### src/hw/ddr_ctrl_defines.svh
`ifndef DDR_CTRL_DEFINES_SVH
`define DDR_CTRL_DEFINES_SVH

// request address split into row, bank and column
`define DDR_ROW_MSB 26
`define DDR_ROW_LSB 15
`define DDR_BANK_MSB 14
`define DDR_BANK_LSB 13
`define DDR_COL_MSB 12

// spacing counter, a new command may go once it reads DDR_CNT_DONE
`define DDR_CNT_DONE 4'd15
`define DDR_CNT_ACTV 4'd12      // 3 cycles to done
`define DDR_CNT_ARSR 4'd0       // refresh cycle time
`define DDR_CNT_DEFAULT 4'd11   // PRCH, READ, WRTE

// precharge all banks, A10 high
`define DDR_PRCH_ADDR 13'h0400

// READ on the bus to first read beat on dq_in
`define DDR_CAS_LAT 3

`endif

### src/hw/ddr_ctrl_pkg.sv
`default_nettype none

package ddr_ctrl_pkg;

  // encoded as the {ras_n, cas_n, we_n} pins of the device
  typedef enum logic [2:0] {
    NOOP = 3'b111,
    ACTV = 3'b011,
    READ = 3'b101,
    WRTE = 3'b100,
    PRCH = 3'b010,
    ARSR = 3'b001
  } ddr_cmd_e;

  // client request
  typedef struct packed {
    logic [26:0] addr;    // row, bank, column
    logic        we;
    logic [31:0] wdata;
  } mem_req_t;

  // one word on the command bus
  typedef struct packed {
    ddr_cmd_e    cmd;
    logic [1:0]  bank;
    logic [12:0] addr;    // row, column or precharge address
  } dram_cmd_t;

endpackage

`default_nettype wire

### src/hw/cmd_timing.sv
`default_nettype none
`include "ddr_ctrl_defines.svh"

module cmd_timing
(
  input  wire logic                   CLK,
  input  wire logic                   RST,
  input  wire ddr_ctrl_pkg::ddr_cmd_e cmd_next,
  input  wire logic                   change_req,
  output logic                        change_ok,
  output logic                        page_open,
  output logic                        prch_pending
);

  import ddr_ctrl_pkg::*;

  ddr_cmd_e   state;        // last command taken
  logic [3:0] counter;      // spacing count, runs up to done
  logic       state_col;    // state is a column command
  logic       next_col;
  logic       repeat_ok;
  logic       take;

  assign next_col = (cmd_next == READ) || (cmd_next == WRTE);

  // same column op again on the open page, only the ACTV reload point
  // has to be passed before it may go
  assign repeat_ok = state_col && (cmd_next == state) && (counter > `DDR_CNT_ACTV);

  assign change_ok = (counter == `DDR_CNT_DONE) || repeat_ok;
  assign take      = change_req && change_ok;

  always_ff @(posedge CLK)
    if (!RST)
    begin
      state        <= PRCH;
      counter      <= `DDR_CNT_DONE;
      state_col    <= 1'b0;
      page_open    <= 1'b0;
      prch_pending <= 1'b0;
    end
    else if (take)
    begin
      state        <= cmd_next;
      state_col    <= next_col;
      prch_pending <= (cmd_next == PRCH);   // sequencer puts it on the bus next
      if (cmd_next == ACTV)
        page_open <= 1'b1;
      else if (cmd_next == PRCH)
        page_open <= 1'b0;
      case (cmd_next)
        ACTV:    counter <= `DDR_CNT_ACTV;
        ARSR:    counter <= `DDR_CNT_ARSR;
        default: counter <= `DDR_CNT_DEFAULT;
      endcase
    end
    else
    begin
      prch_pending <= 1'b0;
      if (counter != `DDR_CNT_DONE)
        counter <= counter + 4'd1;   // holds at done while idle
    end

  // the sequencer must close the page before it opens another row
  a_actv_closed: assert property (@(posedge CLK) disable iff (!RST)
    (take && (cmd_next == ACTV)) |-> !page_open)
    else $error("ACTV taken while a page is open");

endmodule

`default_nettype wire

### src/hw/cmd_sequencer.sv
`default_nettype none
`include "ddr_ctrl_defines.svh"

module cmd_sequencer
(
  input  wire logic                   CLK,
  input  wire logic                   RST,
  input  wire logic                   req_valid,
  input  wire ddr_ctrl_pkg::mem_req_t req,
  output logic                        req_ready,
  input  wire logic                   refresh_toggle,
  input  wire logic                   change_ok,
  input  wire logic                   page_open,
  input  wire logic                   prch_pending,
  output ddr_ctrl_pkg::ddr_cmd_e      cmd_next,
  output logic                        change_req,
  output ddr_ctrl_pkg::dram_cmd_t     dram_cmd,
  output logic                        col_issue,
  output logic                        col_we,
  output logic [31:0]                 wdata_hold
);

  import ddr_ctrl_pkg::*;

  localparam int ROW_W  = `DDR_ROW_MSB - `DDR_ROW_LSB + 1;
  localparam int BANK_W = `DDR_BANK_MSB - `DDR_BANK_LSB + 1;

  ddr_cmd_e                cmd_q [0:2];   // head at index 0
  logic [2:0]              row_q;         // entry takes the row address
  logic [1:0]              cmd_cnt;       // commands left
  mem_req_t                req_q;
  logic [ROW_W+BANK_W-1:0] page_tag;      // row and bank of the open page
  logic                    refresh_ack;
  logic                    refresh_due;
  logic                    accept;
  logic                    take;
  logic                    page_hit;
  ddr_cmd_e                col_cmd;
  logic [ROW_W-1:0]        row_f;
  logic [BANK_W-1:0]       bank_f;
  logic [`DDR_COL_MSB:0]   col_f;

  assign row_f  = req_q.addr[`DDR_ROW_MSB:`DDR_ROW_LSB];
  assign bank_f = req_q.addr[`DDR_BANK_MSB:`DDR_BANK_LSB];
  assign col_f  = req_q.addr[`DDR_COL_MSB:0];

  assign refresh_due = refresh_ack ^ refresh_toggle;   // any edge on the toggle
  assign change_req  = (cmd_cnt != 2'd0);
  assign cmd_next    = cmd_q[0];
  assign req_ready   = !change_req && !refresh_due;
  assign accept      = req_valid && req_ready;
  assign take        = change_req && change_ok;

  assign col_cmd  = req.we ? WRTE : READ;
  assign page_hit = page_open &&
                    ({req.addr[`DDR_ROW_MSB:`DDR_ROW_LSB],
                      req.addr[`DDR_BANK_MSB:`DDR_BANK_LSB]} == page_tag);

  assign col_issue  = take && ((cmd_q[0] == READ) || (cmd_q[0] == WRTE));
  assign col_we     = req_q.we;
  assign wdata_hold = req_q.wdata;

  always_ff @(posedge CLK)
    if (!RST)
    begin
      refresh_ack <= refresh_toggle;
      cmd_cnt     <= 2'd0;
      row_q       <= 3'b000;
      cmd_q[0]    <= NOOP;
      cmd_q[1]    <= NOOP;
      cmd_q[2]    <= NOOP;
    end
    else if (take)
    begin
      cmd_q[0] <= cmd_q[1];   // pop the head
      cmd_q[1] <= cmd_q[2];
      cmd_q[2] <= NOOP;
      row_q    <= {1'b0, row_q[2:1]};
      cmd_cnt  <= cmd_cnt - 2'd1;
    end
    else if (!change_req && refresh_due)
    begin
      // refresh wins over a waiting request
      refresh_ack <= refresh_toggle;
      cmd_q[0]    <= PRCH;
      cmd_q[1]    <= ARSR;
      cmd_q[2]    <= NOOP;
      row_q       <= 3'b000;
      cmd_cnt     <= 2'd2;
    end
    else if (accept)
    begin
      if (page_hit)
      begin
        cmd_q[0] <= col_cmd;
        row_q    <= 3'b000;
        cmd_cnt  <= 2'd1;
      end
      else
      begin
        cmd_q[0] <= PRCH;
        cmd_q[1] <= ACTV;
        cmd_q[2] <= col_cmd;
        row_q    <= 3'b010;   // ACTV carries the row
        cmd_cnt  <= 2'd3;
      end
    end

  always_ff @(posedge CLK)
  begin
    if (accept)
      req_q <= req;
    if (take && row_q[0])
      page_tag <= {row_f, bank_f};
  end

  always_ff @(posedge CLK)
    if (!RST)
      dram_cmd <= '{cmd: NOOP, bank: '0, addr: '0};
    else if (prch_pending)
      dram_cmd <= '{cmd: PRCH, bank: dram_cmd.bank, addr: `DDR_PRCH_ADDR};
    else if (take && (cmd_q[0] != PRCH))
    begin
      dram_cmd.cmd  <= cmd_q[0];
      dram_cmd.bank <= bank_f;
      dram_cmd.addr <= row_q[0] ? {row_f[11:10], 1'b0, row_f[9:0]} : col_f;   // A10 kept low
    end
    else
      dram_cmd.cmd <= NOOP;

  // a column command only ever goes to an open page
  a_col_open: assert property (@(posedge CLK) disable iff (!RST)
    col_issue |-> page_open)
    else $error("column command issued with no open page");

endmodule

`default_nettype wire

### src/hw/data_path.sv
`default_nettype none
`include "ddr_ctrl_defines.svh"

module data_path
(
  input  wire logic        CLK,
  input  wire logic        RST,
  input  wire logic        col_issue,
  input  wire logic        col_we,
  input  wire logic [31:0] wdata_hold,
  input  wire logic [15:0] dq_in,
  output logic [15:0]      dq_out,
  output logic             dq_oe,
  output logic             dm,
  output logic             rsp_valid,
  output logic [31:0]      rsp_data
);

  logic [2:0]              wr_sh;     // bit n set n+1 cycles after a write issue
  logic [`DDR_CAS_LAT+1:0] rd_sh;     // bit n set n cycles after READ on the bus
  logic [31:0]             wdata_q;
  logic                    wr_issue;
  logic                    rd_issue;
  logic                    wr_beat;

  assign wr_issue = col_issue && col_we;
  assign rd_issue = col_issue && !col_we;
  assign wr_beat  = wr_sh[1] || wr_sh[2];

  always_ff @(posedge CLK)
    if (!RST)
    begin
      wr_sh     <= '0;
      rd_sh     <= '0;
      dq_oe     <= 1'b0;
      dm        <= 1'b1;   // masked while idle
      rsp_valid <= 1'b0;
    end
    else
    begin
      wr_sh     <= {wr_sh[1:0], wr_issue};
      rd_sh     <= {rd_sh[`DDR_CAS_LAT:0], rd_issue};
      dq_oe     <= wr_beat;
      dm        <= !wr_beat;
      rsp_valid <= rd_sh[`DDR_CAS_LAT+1];   // after the high beat
    end

  always_ff @(posedge CLK)
  begin
    if (wr_issue)
      wdata_q <= wdata_hold;
    if (wr_sh[1])
      dq_out <= wdata_q[15:0];    // low half first
    else if (wr_sh[2])
      dq_out <= wdata_q[31:16];
    if (rd_sh[`DDR_CAS_LAT])
      rsp_data[15:0] <= dq_in;
    if (rd_sh[`DDR_CAS_LAT+1])
      rsp_data[31:16] <= dq_in;
  end

  // command spacing upstream keeps write bursts apart
  a_oe_burst: assert property (@(posedge CLK) disable iff (!RST)
    (dq_oe && $past(dq_oe)) |=> !dq_oe)
    else $error("dq_oe high for more than two cycles");

endmodule

`default_nettype wire

### src/hw/ddr_ctrl_top.sv
`default_nettype none

module ddr_ctrl_top
(
  input  wire logic                   CLK,
  input  wire logic                   RST,
  input  wire logic                   req_valid,
  output logic                        req_ready,
  input  wire ddr_ctrl_pkg::mem_req_t req,
  output logic                        rsp_valid,
  output logic [31:0]                 rsp_data,
  input  wire logic                   refresh_toggle,
  output ddr_ctrl_pkg::dram_cmd_t     dram_cmd,
  output logic [15:0]                 dq_out,
  output logic                        dq_oe,
  output logic                        dm,
  input  wire logic [15:0]            dq_in
);

  import ddr_ctrl_pkg::*;

  ddr_cmd_e    cmd_next;
  logic        change_req;
  logic        change_ok;
  logic        page_open;
  logic        prch_pending;
  logic        col_issue;
  logic        col_we;
  logic [31:0] wdata_hold;

  cmd_timing u_timing (
    .CLK(CLK), .RST(RST), .cmd_next(cmd_next), .change_req(change_req),
    .change_ok(change_ok), .page_open(page_open), .prch_pending(prch_pending));

  cmd_sequencer u_seq (
    .CLK(CLK), .RST(RST), .req_valid(req_valid), .req(req), .req_ready(req_ready),
    .refresh_toggle(refresh_toggle), .change_ok(change_ok), .page_open(page_open),
    .prch_pending(prch_pending), .cmd_next(cmd_next), .change_req(change_req),
    .dram_cmd(dram_cmd), .col_issue(col_issue), .col_we(col_we),
    .wdata_hold(wdata_hold));

  data_path u_data (
    .CLK(CLK), .RST(RST), .col_issue(col_issue), .col_we(col_we),
    .wdata_hold(wdata_hold), .dq_in(dq_in), .dq_out(dq_out), .dq_oe(dq_oe),
    .dm(dm), .rsp_valid(rsp_valid), .rsp_data(rsp_data));

endmodule

`default_nettype wire

### config.mk
export PLATFORM = sky130hd
export DESIGN_NAME = ddr_ctrl_top
export DESIGN_NICKNAME = d
export VERILOG_FILES = /design/src/hw/ddr_ctrl_pkg.sv /design/src/hw/cmd_timing.sv /design/src/hw/cmd_sequencer.sv /design/src/hw/data_path.sv /design/src/hw/ddr_ctrl_top.sv
export VERILOG_INCLUDE_DIRS = /design/src /design/src/hw
export SDC_FILE = /design/constraint.sdc
export NUM_CORES = 1
export LEC_CHECK = 0
export ABC_AREA = 1
export ABC_CLOCK_PERIOD_IN_PS = 5640
export BUFFER_PORTS_ARGS = -buffer_cell sky130_fd_sc_hd__clkbuf_2
export CAP_MARGIN = 15
export CORE_ASPECT_RATIO = 0.9
export CORE_MARGIN = 8
export CORE_UTILIZATION = 40
export DETAILED_ROUTE_END_ITERATION = 8
export GPL_TIMING_DRIVEN = 0
export PLACE_DENSITY = 0.62
export RECOVER_POWER = 50
export SKIP_LAST_GASP = 1
export SLEW_MARGIN = 20
export SYNTH_ARGS = -nofsm -noshare
export SYNTH_HDL_FRONTEND = slang
export SYNTH_SLANG_ARGS = --single-unit
export TNS_END_PERCENT = 5
### constraint.sdc
create_clock -name CLK -period 5.64 [get_ports CLK]
set_clock_uncertainty 0.05 [all_clocks]
set_input_delay 0 -clock CLK [delete_from_list [all_inputs] [get_ports CLK]]
set_output_delay 0 -clock CLK [all_outputs]
set_load 0.005 [all_outputs]
==> results.yml <==
layout:
  syn_to_final_growth_pct: 34.0
  layout-drive-gt1-share: 0.132
  layout.nets: 905
  layout_commonest_cell: "nand2_1"
  post-route-util: 0.540
  most-common-layout-cells: "183 x nand2_1, 163 x edfxtp_1, 101 x clkbuf_1, 80 x dlygate4sd3_1, 59 x clkbuf_2"
  num_antenna_cells: 0
sta:
  finalSetupViolCount: 0
  slew_viol_final: 0
  tightest_slew_ns: 0.789
  fin_crit_ns: 2.33
  slew_headroom: 0.473
  fmax_ghz: 0.429
  min_period_over_period: 0.413
  rsz0062_at_grt: "no"
  hold_viol: 0
  fin_tns_setup_ns: 0
drt:
  drc: 0
  wl_met1_um: 6710
  wl_met3_um: 1190
  dr.max_layer_used: "met4"
  first_pass_iters: 4
  viasPerCell: 4.49
  vias: 4862
  met2_length_um: 7800
  drtIter0Drc: 233
  routed_wl_um: 16000
  ant_nets: 0
  wire_per_inst_um: 14.8
logic_synthesis:
  postSynthAreaPerCell_um2: 12.9
  syn-num-nets: 651
  yosysSeqAreaShare: 0.787
  syn_inst: 568
  ys_warn_count: 0
  yosysTopAreaCellShare: 0.669
  syn_area_um2: 7320
  synth.distinct_cells: 32
  ys_seq_elements: 206
  synth_top_area_cell: "edfxtp_1"
  synth.area.top_cells: "edfxtp_1 67%, dfxtp_1 12%, nand2_1 9.4%"
clock_network:
  htreeDepth: 1
  clk_latency_ns: 0.50
  cts_root_buf: "clkbuf_16"
  cts_setup_buffers: 0
  cts_sinks: 206
  cts.clk_slew.worst_paths_ns: 0.06
  clk_path_buf_depth: 3
  cts_made_buffers: 22
  cts_tree: "built"
floorplanning:
  die_w_um: 159
  num_io_pins: 150
  start_util: 0.403
  dieHeight_um: 144
  dieArea_um2: 22900
  num_rows: 47
  design.core.area_um2: 18200
global_route:
  grt_max_degree: 42
  grt.overflow.total: 0
  first_global_vias: 5047
  antenna_found_initial: 0
  track_usage: 0.138
  grt_pass1_wl_um: 24800
worst_setup_path:
  end_kind: "register"
  crit_fanout: 41
  cp-start-kind: "register"
  arrival_ns: 2.46
  critPathKind: "register to register"
  cp.required_ns: 5.78
placed_design:
  place_hpwl_um: 11100
  port_buffers: 148
  gp_congestion: 0.771
power:
  cellPowerDensity_nw_per_um2: 389
  ir_worst_vdd_v: 0.000210
  p_leak_nw: 3.87
min_path:
  hp-class: "primary input to register"
status:
  status: "complete, no violations"
flow_run:
  maxCapViolations: 0
through the flow:
stage / std cells / total power (W) / hold WS, ns / worst slack (ns) / instance area (µm²)
floorplan: 568 / 0.00225 / 0.0489 / 2.69 / 7320
global placement: 961 / 0.00242 / 0.128 / 1.92 / 8360
detailed placement: 963 / 0.00246 / 0.129 / 3.29 / 8420
CTS: 1083 / 0.00387 / 0.141 / 3.27 / 9920
global route: 1083 / 0.00400 / 0.146 / 3.08 / 9800
finish: 1083 / 0.00382 / 0.163 / 3.31 / 9800
final cells by class:
type	instances	area, µm²
fill	1549	8370
sequential	206	5760
timing repair buffer	230	1480
multi-input combinational	286	1270
clock buffer	31	614
tap	245	307
inverter	67	258
clock inverter	9	77.6
buffer	9	42.5
critical path, stage by stage (launching register included):
cell and delay, ns:
dfxtp_1 0.31, inv_1 0.08, ha_1 0.17, inv_1 0.15, nor2_1 0.18, nand2_1 0.16, inv_4 0.29, buf_12 0.27
nand2_1 0.13, nand2_1 0.21
sequential cells by signal, summed over array words and instances, names as in the netlist, 2 cells and up:
name              count
u_data.dq_out        16
u_data.rd_sh          5
u_data.rsp_data      32
u_data.wdata_q       32
u_data.wr_sh          3
u_seq.bank_f          2
u_seq.cmd_cnt         2
u_seq.cmd_q           8
u_seq.col_f          13
u_seq.dram_cmd       18
u_seq.page_tag       14
u_seq.req_q          12
u_seq.row_q           2
u_seq.wdata_hold     32
u_timing.counter      4
u_timing.state        3
power by group:
group | internal [W] | switching, W
Clock | 0.000805 | 0.000543
Combinational | 0.000204 | 0.000366
Sequential | 0.00182 | 0.0000728
Total | 0.00283 | 0.000982
synthesized netlist by cell type (all sizes together):
cell type / number
xnor2: 1
a31oi: 2
nand3: 12
nor3: 2
xor2: 2
ha: 3
nor2: 33
or2: 3
o22ai: 3
clkinv: 2
nand4: 2
clkbuf: 4
o211ai: 1
mux2i: 2
buf: 5
inv: 65
edfxtp: 163
a21oi: 19
o21ai: 15
nand2: 186
dfxtp: 43
layer usage:
metal,GRT usage,up-vias
met1,0.161,2265
li1,-,2409
met5,0,-
met3,0.0356,31
met2,0.248,157
met4,0.0352,0
worst paths after layout:
path	startpoint	end	slack [ns]	cells after the start
worst max-delay path	u_seq.cmd_cnt[0]$_SDFFE_PN0P_	u_seq.cmd_q[0][6]$_SDFFCE_PN1P_	3.31	9
worst min-delay path	req[30]	u_seq.wdata_hold[30]$_DFFE_PP_	0.16	2
worst max register to register	u_seq.cmd_cnt[0]$_SDFFE_PN0P_	u_seq.cmd_q[0][6]$_SDFFCE_PN1P_	3.31	9
worst min register to register	u_data.wr_sh[0]$_SDFF_PN0_	u_data.wr_sh[1]$_SDFF_PN0_	0.36	2
logic make-up (layout without fill, tap and decap cells):
family | after synthesis | count (layout) | share of synthesized area
AO/OA/AOI/OAI | 40 | 40 | 0.0286
XOR/XNOR | 3 | 3 | 0.00359
adder cells (fa/ha/maj) | 3 | 3 | 0.00513
buffers and inverters | 76 | 346 | 0.0409
flip-flops | 206 | 206 | 0.787
multiplexers | 2 | 2 | 0.00274
AND/OR/NAND/NOR | 238 | 238 | 0.133
repair_timing:
item / CTS / global route
gates resized for setup: 0 / 0
endpoints found under the hold margin: 106 / 0
hold buffers: 80 / 0
Power figures use the tool's default switching activity.
